`config.mk`:
```
export PLATFORM = sky130hd
export DESIGN_NAME = swangi_mapper
export DESIGN_NICKNAME = d
export VERILOG_FILES = /design/src/cart_pkg.sv /design/src/swangi_mapper.sv
export SDC_FILE = /design/constraint.sdc
export NUM_CORES = 1
export LEC_CHECK = 0
export ABC_AREA = 1
export BUFFER_PORTS_ARGS = -buffer_cell sky130_fd_sc_hd__buf_4
export CAP_MARGIN = 20
export CELL_PAD_IN_SITES_DETAIL_PLACEMENT = 0
export CELL_PAD_IN_SITES_GLOBAL_PLACEMENT = 1
export CORE_MARGIN = 8
export CORE_UTILIZATION = 31
export DETAILED_ROUTE_END_ITERATION = 8
export PLACE_DENSITY_LB_ADDON = 0.1
export SYNTH_ARGS = -nofsm -noshare
export SYNTH_HDL_FRONTEND = slang
export SYNTH_SLANG_ARGS = --single-unit
```
`constraint.sdc`:
```
create_clock -name cpu_bus -period 5.7 [get_ports cpu_bus]
set_input_delay 0.285 -clock cpu_bus [delete_from_list [all_inputs] [get_ports cpu_bus]]
set_output_delay 0.285 -clock cpu_bus [all_outputs]
set_load 0.01 [all_outputs]
```
`src/cart_pkg.sv`:
```
/*
 * Cartridge slot definitions
 * Mapper type codes, the fixed ROM layout and the ROM address word
 * shared by the bank mapper, the read queue and the ROM store
 */
`default_nettype none

package cart_pkg;

    // Mapper kind fitted in a slot, only Super Swangi is decoded here
    typedef enum logic [2:0] {
        MAPPER_NONE        = 3'd0,
        MAPPER_SUPERSWANGI = 3'd1
    } cart_type_t;

    // Offset bits inside one 16 KB block
    localparam int BANK_OFFSET_W = 14;

    // Block number bits kept per slot, 8 blocks of 16 KB at most
    localparam int BANK_SEL_W = 3;

    // Slot bit on top of bank and offset
    localparam int ROM_ADDR_W = 1 + BANK_SEL_W + BANK_OFFSET_W;

    // Bank-switch register of the mapper
    localparam logic [15:0] SWITCH_ADDR = 16'h8000;

    // Decoded view of a ROM address as the mapper assembles it
    typedef struct packed {
        logic                     slot;
        logic [BANK_SEL_W-1:0]    bank;
        logic [BANK_OFFSET_W-1:0] offset;
    } rom_fields_t;

    // One ROM address word, built from fields and indexed as a flat array
    // position by the store
    typedef union packed {
        rom_fields_t           fields;
        logic [ROM_ADDR_W-1:0] flat;
    } rom_addr_u;

endpackage

`default_nettype wire

```
`src/swangi_mapper.sv`:
```
/*
 * Super Swangi bank mapper for two cartridge slots
 * Decodes CPU memory accesses, keeps the per-slot bank registers and
 * turns mapped reads into ROM addresses for the read queue
 */
`default_nettype none

module swangi_mapper (
    input  logic                       cpu_bus,
    input  logic                       rst_n,
    input  logic [15:0]                addr,
    input  logic [7:0]                 data,
    input  logic                       mreq,
    input  logic                       req,
    input  logic                       rd,
    input  logic                       wr,
    input  logic                       slot,
    input  cart_pkg::cart_type_t [1:0] slot_type,
    input  logic [1:0][3:0]            slot_blocks,
    input  logic                       full,
    output logic                       push,
    output cart_pkg::rom_addr_u        push_addr,
    output logic                       wait_req
);
    import cart_pkg::*;

    // Bank entries per slot, bit 8 flags an unmapped entry and bits 7..0
    // hold the block number
    logic [8:0] bank [2][2];

    logic       sel;
    logic       accept;
    logic       bank_we;
    logic [7:0] raw_block;
    logic [7:0] nr_blocks;
    logic [7:0] block_mask;
    logic [7:0] folded;
    logic [8:0] new_entry;
    logic [8:0] rd_entry;

    // Only 4000h-BFFFh belongs to the cartridge, both ends are left alone
    assign sel = (slot_type[slot] == MAPPER_SUPERSWANGI) && mreq && (addr[15] ^ addr[14]);

    // A full queue stalls the CPU for writes as well as reads
    assign wait_req = full;

    // Bus cycle that the mapper actually takes this edge
    assign accept = req && mreq && !wait_req;

    assign bank_we = accept && sel && wr && (addr == SWITCH_ADDR);

    // The written byte carries the block number in bits 7..1
    assign raw_block  = {1'b0, data[7:1]};
    assign nr_blocks  = {4'b0000, slot_blocks[slot]};
    assign block_mask = nr_blocks - 8'd1;

    // Out of range numbers wrap on the block count mask
    assign folded = (raw_block < nr_blocks) ? raw_block : (raw_block & block_mask);

    // Whatever still falls past the ROM end reads as open bus
    assign new_entry = (folded < nr_blocks) ? {1'b0, folded} : {1'b1, 8'h00};

    // Bank write lands on the accepting edge, the next read sees it
    always_ff @(posedge cpu_bus) begin
        if (!rst_n) begin
            bank[0][0] <= '0;
            bank[0][1] <= '0;
            bank[1][0] <= '0;
            bank[1][1] <= '0;
        end else if (bank_we) begin
            // Entry 0 stays on block 0, only the upper window switches
            bank[slot][1] <= new_entry;
        end
    end

    // Address bit 15 picks 4000h-7FFFh (entry 0) or 8000h-BFFFh (entry 1)
    assign rd_entry = bank[slot][addr[15]];

    // Unmapped windows return nothing and do not occupy the queue
    assign push = accept && sel && rd && !rd_entry[8];

    always_comb begin
        push_addr.fields.slot   = slot;
        push_addr.fields.bank   = rd_entry[BANK_SEL_W-1:0];
        push_addr.fields.offset = addr[BANK_OFFSET_W-1:0];
    end

    // The slot configuration must keep every stored block inside the
    // 3-bit bank field of the ROM address
    for (genvar s = 0; s < 2; s++) begin : g_bank_chk
        a_block_range: assert property (
            @(posedge cpu_bus) disable iff (!rst_n)
            !bank[s][1][8] |-> (bank[s][1][7:0] < 8'(1 << BANK_SEL_W))
        );
    end

endmodule

`default_nettype wire
```
# After elaboration in Yosys (flattened, before gate mapping)
# Memories as Yosys holds them, arrays and structs flattened.
# Cells that the tools add are included.
dict set report totals {
  mem_bits_ro 0
  ram_bits 18
  latch_bits 0
  ff_bits 0
  mem_count 1
}
# name depth width read_ports rd_clocked_by_memory_dff write_ports line
set mem_list {}
lappend mem_list {bank 2 9 1 0 2 swangi_mapper.sv:29} ;# logic [8:0] bank [2][2];
dict set report classes {
  magnitude_cmp 4
  bitwise_logic 3
  eq_ne 2
  div 0
  n_addsub 1
  muxes 16
  reduce_logical 12
  shift 0
  mul 0
}
# operator n
set ops {}
lappend ops {{two-way mux 9 bit} 5}
lappend ops {{equality test 16 bit (second input constant)} 1}
lappend ops {{logical AND 1 bit} 9}
lappend ops {{OR reduction 9 bit} 1}
lappend ops {{AND 7 x 8 -> 8 bit} 1}
lappend ops {{< comparator 8 x 4 -> 1 bit} 1}
lappend ops {{two-way mux 4 bit} 2}
lappend ops {{two-way mux 8 bit} 1}
lappend ops {{< comparator 7 x 4 -> 1 bit} 1}
lappend ops {{two-way mux 1 bit} 6}
lappend ops {{two-way mux 3 bit} 2}
lappend ops {{subtractor 4 x 1 -> 5 bit (second input constant)} 1}
lappend ops {{equality test 3 x 1 -> 1 bit (second input constant)} 1}
lappend ops {{>= comparator 2 bit (second input constant)} 1}
lappend ops {{logical NOT 1 bit} 2}
lappend ops {{< comparator 1 x 2 -> 1 bit (second input constant)} 1}
lappend ops {{inverter 1 -> 2 bit} 1}
lappend ops {{XOR 1 bit} 1}

# Depth between registers and ports, before layout
dict set report logic_depth {
  word_depth 13
  depth_mapped 19
  ltp_nobuf 19
}

# Least setup slack after synthesis
# OpenSTA, ideal clock, no wires.
dict set report synth_path {
  path_type {input to register}
  from {input port slot}
  to {memory bank[0][8] in the netlist's numbering (data pin)}
  setup_ns 0.265
  slack_ns 3.291
  path_stages 12
  arrival_ns 2.144
  required_time_ns 5.435
  cell_sequence {buf_4 mux2i_4 ha_1 inv_1 nor2_1 nand2_2 nand2_4 a21boi_1 ha_1 a21o_1 a41oi_4 a21oi_1}
}
# element line
set synth_rtl {}
lappend synth_rtl {{from (decl)} swangi_mapper.sv:17} ;# input logic slot,
lappend synth_rtl {{to (decl)} swangi_mapper.sv:29}

==> impl_metrics.ini <==
[die]
io_pins = 66
die_w_um = 73.5
start_util = 0.315
fp.dieH_um = 73.5
core_area_sq_um = 3260
num_rows = 21
die_area_sq_um = 5400

[sta]
setup_viol = 0
hold_violations = 0
max_clock_freq_ghz = 0.393
tightest_slew_ps = 583
fin_tns_setup_ps = 0
finalMaxSlewViolations = 0
finalCriticalPeriod_ps = 2540
rsz0062_at_grt = false
fin_crit_sh = 0.446
max_slew_margin = 0.607

[synthesis]
synth.area.mux_share = 0.0220
syn_area_sq_um = 1020
yosys.area_share.xor_xnor = 0.0171
synthCells = 132
ys_types = 28
yosysTopAreaCellShare = 0.234
ys_seq_area_frac = 0.234
avgSynthCellArea_sq_um = 7.76
ys_async_sr_fraction = 0
yosys.area_share.adder = 0.0977
syn_nets = 186
ys.flop_type = edfxtp_1
yosysMostFrequentCell = nor2_1
yosysTopAreaCell = edfxtp_1
synth_simple_gate_area_frac = 0.305
synth.area.top_cells = edfxtp_1 (23%), buf_4 (12%), ha_1 (9.8%)
synth_edf_count = 8
netlist_top_cells_count = nor2_1 (22), nand2_1 (18), buf_4 (17)
synth-compound-area-share = 0.131
synth_seq_cells = 8
synth_warnings = 0
synth_top_family_by_area = simple AND/OR/NAND/NOR gates

[hold_path]
hp-class = input pin to flip-flop
min_path_cells = 2
min_to = bank[0][0]
hp-start = slot

[worst_setup_path]
crit_top_cell = nand2_1
end_kind = flip-flop
cp.arrival_ps = 2650
crit_type = input pin to flip-flop
crit_required_ps = 5810
cp_cell_sequence = buf_4 -> inv_2 -> nand2_1 -> nand2_4 -> inv_4 -> ha_1 -> nand2_1 -> inv_1 -> nand2_1 -> nand2_1 -> nand2_2 -> nand2_4 -> a21boi_1 -> ha_1 -> a21o_1 -> a41oi_4 -> nand3_2 -> nor2_1
cp_slowest_cell = ha_1
cp_slowest_stage_delay_ps = 280
worst-path-max-fanout = 13
crit_path_start_kind = input pin

[final_layout]
utilization = 0.447
register_area_sq_um = 240
syn2layout_area_growth_pct = 42.2
multiInputGateArea_sq_um = 587
nFillCells = 360
largest_reg_flops = 8
reg.largest.list = bank: 8 flops
n_antenna_cell = 0
nNetsFinal = 238
fin_cells = 228
drive_gt1_frac = 0.478
regMostFlops = bank

[detailed_routing]
vias = 955
route.antenna.remaining_nets = 0
post-route-drc-count = 0
totalWireLength_um = 2630
routed_via_density = 4.19
dr.first_iter.drc_count = 33
drt_pass1_iterations = 4
post_drt_wl_per_cell_um = 11.5

[clock_network]
clockRootBuffer = clkbuf_4
clock-sinks = 8
htree_levels = 1
post_cts_buffers = 0
post_cts_resized = 0
numCtsBuffers = 3
cts_hold_buf = 0
clk_pin_slew_ps = 50
cts_buffer_depth = 2
cts_tree = yes

[power_and_ir_drop]
vdd_drop_max_mv = 0.0407
power.density_nw_per_um2 = 139
power_leakage_nw = 0.755

[placement]
portBuffers = 64
gp_congestion = 0.760
place_hpwl_um = 2380
dp.cells = 225

[run_status]
outcome = finished, final reports clean

[global_routing]
grt_pass1_wl_um = 4400
grt_usage = 0.100
grt_start_max_net_pins = 14
grt_overflow = 0
grt_pass1_vias = 972
antenna_found_initial = 0

[job]
drv_cap = 0
[kinds of logic after synthesis]
kind of cell | after synthesis
AOI/OAI and AO/OA | 17
xor gates and xnor gates | 2
adders and majority gates | 8
buffers and inverters | 35
DFF | 8
muxes | 1
and+or+nand+nor | 61
[power by group]
part | switching (W) | internal [W]
combinational | 0.0000443 | 0.0000485
sequential | 0.000000659 | 0.0000676
clock | 0.0000173 | 0.0000240
[area by class of cell]
| cell class | count | share of cell area |
|---|---|---|
| clock buffers | 3 | 0.0155 |
| inverters | 18 | 0.0481 |
| multi-input cells | 89 | 0.403 |
| flip-flops and latches | 8 | 0.165 |
| well taps | 46 | 0.0395 |
| repair buffers | 64 | 0.330 |
[placed cells by master (no fill, tap or decap), drive strengths merged, types with 2 or more instances in the layout]
cell / n
a21oi: 5
clkbuf: 3
edfxtp: 8
a21boi: 3
nor3: 2
nand4: 2
inv: 18
ha: 8
xnor2: 2
nor2: 22
buf: 64
o21ai: 6
nand3: 6
nand2: 26
[critical path: cells and delay by family]
kind / cells / cell delay [ps]
buffers and inverters: 4 / 430
AOI/OAI and AO/OA: 3 / 620
adders and majority gates: 2 / 540
and+or+nand+nor: 9 / 760
[per-stage QoR]
step,total power [W],setup slack [ps],hold slack (ps),cell area [sq um]
floorplan,0.000127,3290,543,1020
global placement,0.000162,2910,698,1440
detailed placement,0.000164,2890,696,1440
CTS,0.000206,3140,435,1460
global route,0.000218,2880,445,1460
finish,0.000202,3160,442,1460
[worst max path at each step]
stage	startpoint	to	slack [ps]	cells after the start
global placement	slot	bank[1][8]	2910	15
detailed placement	slot	bank[0][8]	2890	17
finish	slot	bank[0][0]	3160	18
floorplan	slot	bank[0][8]	3290	12
CTS	slot	bank[0][0]	3140	18
global route	slot	bank[0][2]	2880	18
[layer usage]
metal,up-vias,track usage,share of wire
met5,-,0,0
met4,0,0.0333,0
met3,0,0.0232,0.068
met2,24,0.189,0.56
met1,418,0.105,0.37
li1,513,-,-
No activity file was read; power rests on OpenSTA's default activity.
