`src/cart_pkg.sv`:
```
/*
 * Cartridge slot definitions
 * Mapper type codes, the fixed ROM layout and the ROM address word
 * shared by the bank mapper, the read queue and the ROM store
 */
`default_nettype none

package cart_pkg;

    // Mapper kind fitted in a slot, only Super Swangi is decoded here
    typedef enum logic [2:0] {
        MAPPER_NONE        = 3'd0,
        MAPPER_SUPERSWANGI = 3'd1
    } cart_type_t;

    // Offset bits inside one 16 KB block
    localparam int BANK_OFFSET_W = 14;

    // Block number bits kept per slot, 8 blocks of 16 KB at most
    localparam int BANK_SEL_W = 3;

    // Slot bit on top of bank and offset
    localparam int ROM_ADDR_W = 1 + BANK_SEL_W + BANK_OFFSET_W;

    // Bank-switch register of the mapper
    localparam logic [15:0] SWITCH_ADDR = 16'h8000;

    // Decoded view of a ROM address as the mapper assembles it
    typedef struct packed {
        logic                     slot;
        logic [BANK_SEL_W-1:0]    bank;
        logic [BANK_OFFSET_W-1:0] offset;
    } rom_fields_t;

    // One ROM address word, built from fields and indexed as a flat array
    // position by the store
    typedef union packed {
        rom_fields_t           fields;
        logic [ROM_ADDR_W-1:0] flat;
    } rom_addr_u;

endpackage

`default_nettype wire

```
`src/read_queue.sv`:
```
/*
 * Read address FIFO
 * Holds translated ROM addresses between the mapper and the ROM store
 * and signals full so the CPU bus stalls
 */
`default_nettype none

module read_queue #(
    parameter int DEPTH = 4
) (
    input  logic                cpu_bus,
    input  logic                rst_n,
    input  logic                push,
    input  cart_pkg::rom_addr_u push_addr,
    input  logic                pop,
    output logic                full,
    output logic                q_valid,
    output cart_pkg::rom_addr_u q_addr
);
    import cart_pkg::*;

    // A single entry queue still needs one pointer bit
    localparam int PTR_W = (DEPTH > 1) ? $clog2(DEPTH) : 1;
    localparam int CNT_W = $clog2(DEPTH + 1);

    rom_addr_u        mem [DEPTH];
    logic [PTR_W-1:0] wr_ptr;
    logic [PTR_W-1:0] rd_ptr;
    logic [CNT_W-1:0] count;

    assign full    = (count == CNT_W'(DEPTH));
    assign q_valid = (count != '0);

    // Head entry goes straight to the store
    assign q_addr = mem[rd_ptr];

    // Storage itself carries no reset, the count says what is valid
    always_ff @(posedge cpu_bus) begin
        if (push) begin
            mem[wr_ptr] <= push_addr;
        end
    end

    always_ff @(posedge cpu_bus) begin
        if (!rst_n) begin
            wr_ptr <= '0;
            rd_ptr <= '0;
            count  <= '0;
        end else begin
            // Pointers wrap at DEPTH, which need not be a power of two
            if (push) begin
                if (wr_ptr == PTR_W'(DEPTH - 1)) begin
                    wr_ptr <= '0;
                end else begin
                    wr_ptr <= wr_ptr + 1'b1;
                end
            end
            if (pop) begin
                if (rd_ptr == PTR_W'(DEPTH - 1)) begin
                    rd_ptr <= '0;
                end else begin
                    rd_ptr <= rd_ptr + 1'b1;
                end
            end
            // Simultaneous push and pop leave the occupancy unchanged
            case ({push, pop})
                2'b10: begin
                    count <= count + 1'b1;
                end
                2'b01: begin
                    count <= count - 1'b1;
                end
                default: begin
                    count <= count;
                end
            endcase
        end
    end

    // Overflow would overwrite the oldest pending read
    a_no_overflow: assert property (
        @(posedge cpu_bus) disable iff (!rst_n)
        push |-> !full
    );

    // The store may only drain what has been queued
    a_no_underflow: assert property (
        @(posedge cpu_bus) disable iff (!rst_n)
        pop |-> q_valid
    );

endmodule

`default_nettype wire

```
`config.mk`:
```
export PLATFORM = sky130hd
export DESIGN_NAME = read_queue
export DESIGN_NICKNAME = d
export VERILOG_FILES = /design/src/cart_pkg.sv /design/src/read_queue.sv
export SDC_FILE = /design/constraint.sdc
export NUM_CORES = 1
export LEC_CHECK = 0
export BUFFER_PORTS_ARGS = -buffer_cell sky130_fd_sc_hd__buf_4
export CAP_MARGIN = 25
export CORE_MARGIN = 2
export CORE_UTILIZATION = 30
export CTS_BUF_LIST = sky130_fd_sc_hd__clkbuf_8
export DETAILED_ROUTE_END_ITERATION = 16
export HOLD_SLACK_MARGIN = 0.05
export MAX_ROUTING_LAYER = met4
export PLACE_DENSITY = 0.5
export SLEW_MARGIN = 20
export SYNTH_ARGS = -nofsm -noshare
export SYNTH_HDL_FRONTEND = slang
export SYNTH_SLANG_ARGS = --single-unit
```
`constraint.sdc`:
```
create_clock -name cpu_bus -period 3 [get_ports cpu_bus]
set_input_delay 0.3 -clock cpu_bus [delete_from_list [all_inputs] [get_ports cpu_bus]]
set_output_delay 0.3 -clock cpu_bus [all_outputs]
set_load 0.05 [all_outputs]
```
# [Word-level counts from Yosys, hierarchy flattened]
# Memory sizes are Yosys's and may differ from the RTL's. A register that Yosys moved wholly into a read port is not among the register bits.
# Cells that the tools add are included.
[op_classes] reduce_logical=2 n_mux=7 n_eq_ne=5 n_addsub=4
[op_table] cell="2-bit 2-to-1 mux" count=4
[op_table] cell="2-bit == test (second input constant)" count=3
[op_table] cell="3-bit case mux with 2 select lines" count=1
[op_table] cell="2-bit by 1-bit adder with 2-bit output (second input constant)" count=2
[op_table] cell="3-bit by 1-bit adder with 3-bit output (second input constant)" count=1
[op_table] cell="3-bit == test (second input constant)" count=1
[op_table] cell="3-bit nonzero test" count=1
[op_table] cell="3-bit by 1-bit subtractor with 3-bit output (second input constant)" count=1
[op_table] cell="2-bit by 1-bit == test with 1-bit output (second input constant)" count=1
[op_table] cell="1-bit 2-to-1 mux" count=2
[op_table] cell="2-bit nonzero test" count=1
[word_totals] ramBits=72 n_memories=1 out_inout_bits=20 register_bits=7 input_bits=22 word_cells=22
[memory_table] memory="mem" depth=4 word_bits=18 read_ports=1 rd_ports_with_merged_regs=1 wr=1 line_no="read_queue.sv:26" source="rom_addr_u mem [DEPTH];"

# [Depth between registers and ports, before layout]
[depth] ltp_word=4 ltp_mapped=7 mapped_depth_nobuf=7

# [Worst setup path before layout]
# No wires, ideal clock.
[synth_path] path_kind="input -> register" from="input port push" to="register count[2]" n_path_buf=0 stages=7 required_ns=2.924 path_slack_ns=1.396 t_arrival_ns=1.528 cell_sequence="inv_1 ha_1 inv_1 fa_1 xor2_1 or3_1 a21boi_0"
[synth_between] elab_chain_len=2
[synth_rtl] element="start: declaration" line_no="read_queue.sv:13" source="input logic push,"
[synth_rtl] element="2-bit by 1-bit == test with 1-bit output / 2-bit == test (equally long branches)" line_no="read_queue.sv:66" source="case ({push, pop})"
[synth_rtl] element="3-bit case mux with 2 select lines / 2-bit nonzero test (equally long branches)"
[synth_rtl] element="end signal: assignment" line_no="read_queue.sv:68" source="count <= count + 1'b1;"
[synth_rtl] element="end signal: assignment" line_no="read_queue.sv:71" source="count <= count - 1'b1;"
[synth_rtl] element="end signal: assignment" line_no="read_queue.sv:74" source="count <= count;"
[synth_rtl] element="end: declaration" line_no="read_queue.sv:29" source="logic [CNT_W-1:0] count;"
# Parallel ways exist; a longest one is shown, timed or not.
# A chain may end at the register's enable or synchronous reset.

==> run metrics <==
count of pins over their slew limit 0; maximum operating frequency 422 MHz; number of fill cells 944; number of max-cap violations 0; worst setup slack after layout 0.631 ns; wirelength, routed 5300 µm; CTS resizes 0; kind of start point of the critical path flip-flop; height of the die 106 µm; cells traversed along the worst timing path buf_4, mux4_2, buf_4; Switching Fraction 0.258; worst-case setup slack after placement 0.963 ns; number of setup violations in the final report 0; Initial Utilization 0.305; setup_tns 0 ns; number of sinks driven by the clock tree 81; fraction of met3 tracks used by global routing 0.0272; antenna violation net count after detailed routing 0; number of global-route vias before repair 1539; beginning of the worst register-to-register path wr_ptr[0]$_SDFFE_PN0P_; Hold Worst Slack 0.145 ns; pin count of the biggest net entering global routing 19; number of nets at the end of the flow 224; R2R Setup Slk 1.35 ns; number of I/O port buffers 41; netlist area before placement 3100 µm²; post-detailed-placement half-perimeter wirelength 3450 µm; unrepaired setup endpoints after global routing no; remaining global-route overflow 0; vias per cell 4.34; number of inserted diodes 0; CTS root buffer sky130_fd_sc_hd__clkbuf_8; die outline area 11200 µm²; yosys warns 0; met2 track utilization from global routing 0.157; outcome complete, no violations; worst hold path endpoint mem[0][2]$_DFFE_PP_; fraction of synthesis flops using an asynchronous set or reset pin 0; multi-input gate area in the final layout 698 µm²; number of placement rows 37; Boundary Pins 42; TritonCTS clock tree yes; total global-route track usage 0.105; main flop type after synthesis sky130_fd_sc_hd__edfxtp_1; Inserted Clock Buffers 9; Sequential Area 2340 µm²; fraction of post-synthesis cell area in the top cell type by area 0.696; Sequential Power Share 0.510; Int Power 0.00189 W; worst path arrival time 2.07 ns; Period minus WS final 2.37 ns; H-tree lvl count 3; EDFF count, synth 72; cell type group with the largest total delay on the critical path flip-flops; start-to-end type of the worst setup path flip-flop to primary output; Crit. End Element primary output; slew at the pin with the worst max-slew slack 0.501 ns; clock network fraction of design power 0.349; initial antenna violation count 0; fin util 0.374; drt pass-1 iters 4; period utilization 0.790; GR met1 Demand/Resource 0.128; cell with the largest stage delay on the worst path sky130_fd_sc_hd__dfxtp_1; iteration-0 DRC count of the detailed router 75; area of the core 10200 µm²; power density cells 668 nW/µm²; CP peak stage delay 0.64 ns; launch point of the worst hold path push_addr[2]; most area-consuming cells after synthesis sky130_fd_sc_hd__edfxtp_1 (70%), sky130_fd_sc_hd__mux4_2 (7.3%), sky130_fd_sc_hd__mux4_1 (6.8%); Clock Tree Buf Depth 2; Final GP Congestion 0.675; number of storage elements in the synthesis netlist 81; clock latency reported for the late side of the worst-skew pair 0.35 ns; Psw 0.000656 W; critical-path maximum fanout 10; worst-case vdd ir drop 0.000231 V; count of hold buffers inserted by post-cts repair 0; most used routing layer met2; most frequent cells in the layout sky130_fd_sc_hd__edfxtp_1 (72), sky130_fd_sc_hd__buf_4 (47), sky130_fd_sc_hd__mux4_2 (10); cells after synthesis 141; wire length of the first global-routing pass 8340 µm; CP dominant cell by count sky130_fd_sc_hd__buf_4; largest area contributor in the netlist sky130_fd_sc_hd__edfxtp_1; number of hold-slack violations in the final timing report 0; non-filler cells in the finished layout 336; Data required, critical path 2.70 ns; remaining design rule violation count 0; net count after synthesis 170; Worst Reg2Reg Path Length in Cells 3; LEAKAGE 1.33 nW; mean post-synth cell area 22.0 µm²; sequential-to-total area share from yosys stat 0.755; number of library cell types mapped by synthesis 23; area growth from synthesis to final layout 22.8%; mean routed wirelength per cell 15.8 µm; hold depth 1; RR Endpoint mem[3][16]$_DFFE_PP_; path category of the worst min-delay check input port to flip-flop; final clock skew 0.00905 ns; overall die width 106 µm; clk slew on worst S/H paths 0.09 ns; Comb pwr share 0.142; commonest non-fill, non-tap cell in the layout sky130_fd_sc_hd__edfxtp_1; Setup Fix Bufs, Post-CTS 0; slew margin rel. 0.666; Placed Instances 320; ratio of cells with drive above 1 in the final layout 0.365; via count of the routed design 1457; Buf+Inv Stages, Crit Path 2
-- registers in the layout, summed over array words and instances, names as in the netlist, named ones only --
name	count
mem	72
wr_ptr	2
rd_ptr	2
count	3
-- cell usage after synthesis, types with 2 or more instances --
cell type,count
sky130_fd_sc_hd__edfxtp_1,72
sky130_fd_sc_hd__mux4_2,10
sky130_fd_sc_hd__dfxtp_1,9
sky130_fd_sc_hd__mux4_1,8
sky130_fd_sc_hd__and2_1,6
sky130_fd_sc_hd__ha_1,6
sky130_fd_sc_hd__inv_1,6
sky130_fd_sc_hd__nor2b_1,4
sky130_fd_sc_hd__buf_2,2
sky130_fd_sc_hd__mux2i_1,2
sky130_fd_sc_hd__nor3b_1,2
sky130_fd_sc_hd__o21ai_0,2
sky130_fd_sc_hd__or3_1,2
-- stage by stage --
stage	power [W]	cell area [µm²]
3_3_place_gp	0.00169	3590
3_5_place_dp	0.00169	3590
2_1_floorplan	0.00157	3100
4_1_cts	0.00258	3810
5_1_grt	0.00266	3810
6_report	0.00255	3810
-- logic make-up (layout without fill, tap and decap cells) --
family	count (synthesis)	count (layout)	share of synthesized area
flip-flops	81	81	0.755
multiplexers	20	20	0.147
AND/OR/NAND/NOR	16	16	0.0322
buffers and inverters	10	69	0.0206
adder cells (fa/ha/maj)	7	7	0.0306
AO/OA/AOI/OAI	5	5	0.00967
XOR/XNOR	2	2	0.00564
-- how the worst max path moves through the flow --
stage / start / depth (start not counted) / to
5_1_grt: flip-flop / 3 / q_addr[1]
3_3_place_gp: flip-flop / 3 / q_addr[5]
2_1_floorplan: push / 7 / count[2]$_SDFFE_PN0P_
6_report: flip-flop / 3 / q_addr[15]
4_1_cts: flip-flop / 3 / q_addr[5]
3_5_place_dp: flip-flop / 3 / q_addr[5]
-- metal layers --
metal	wire length (µm)	vias to the layer above
li1	-	675
met1	2510	736
met2	2470	35
met3	213	11
met4	108	0
met5	0	-
-- final cells by class --
cell class | count | area share
repair buffers | 47 | 0.0926
inverters | 6 | 0.00591
clock buffers | 9 | 0.0325
flip-flops and latches | 81 | 0.615
well taps | 136 | 0.0446
clock inverters | 7 | 0.0266
multi-input cells | 50 | 0.183
-- power by group through the flow --
stage | combinational [W] | clock, W | sequential, W
floorplan | 0.000254 | 0 | 0.00132
global placement | 0.000365 | 0 | 0.00132
detailed placement | 0.000367 | 0 | 0.00132
CTS | 0.000368 | 0.000918 | 0.00130
global route | 0.000385 | 0.000968 | 0.00130
finish | 0.000360 | 0.000887 | 0.00130
Power figures use the tool's default switching activity.
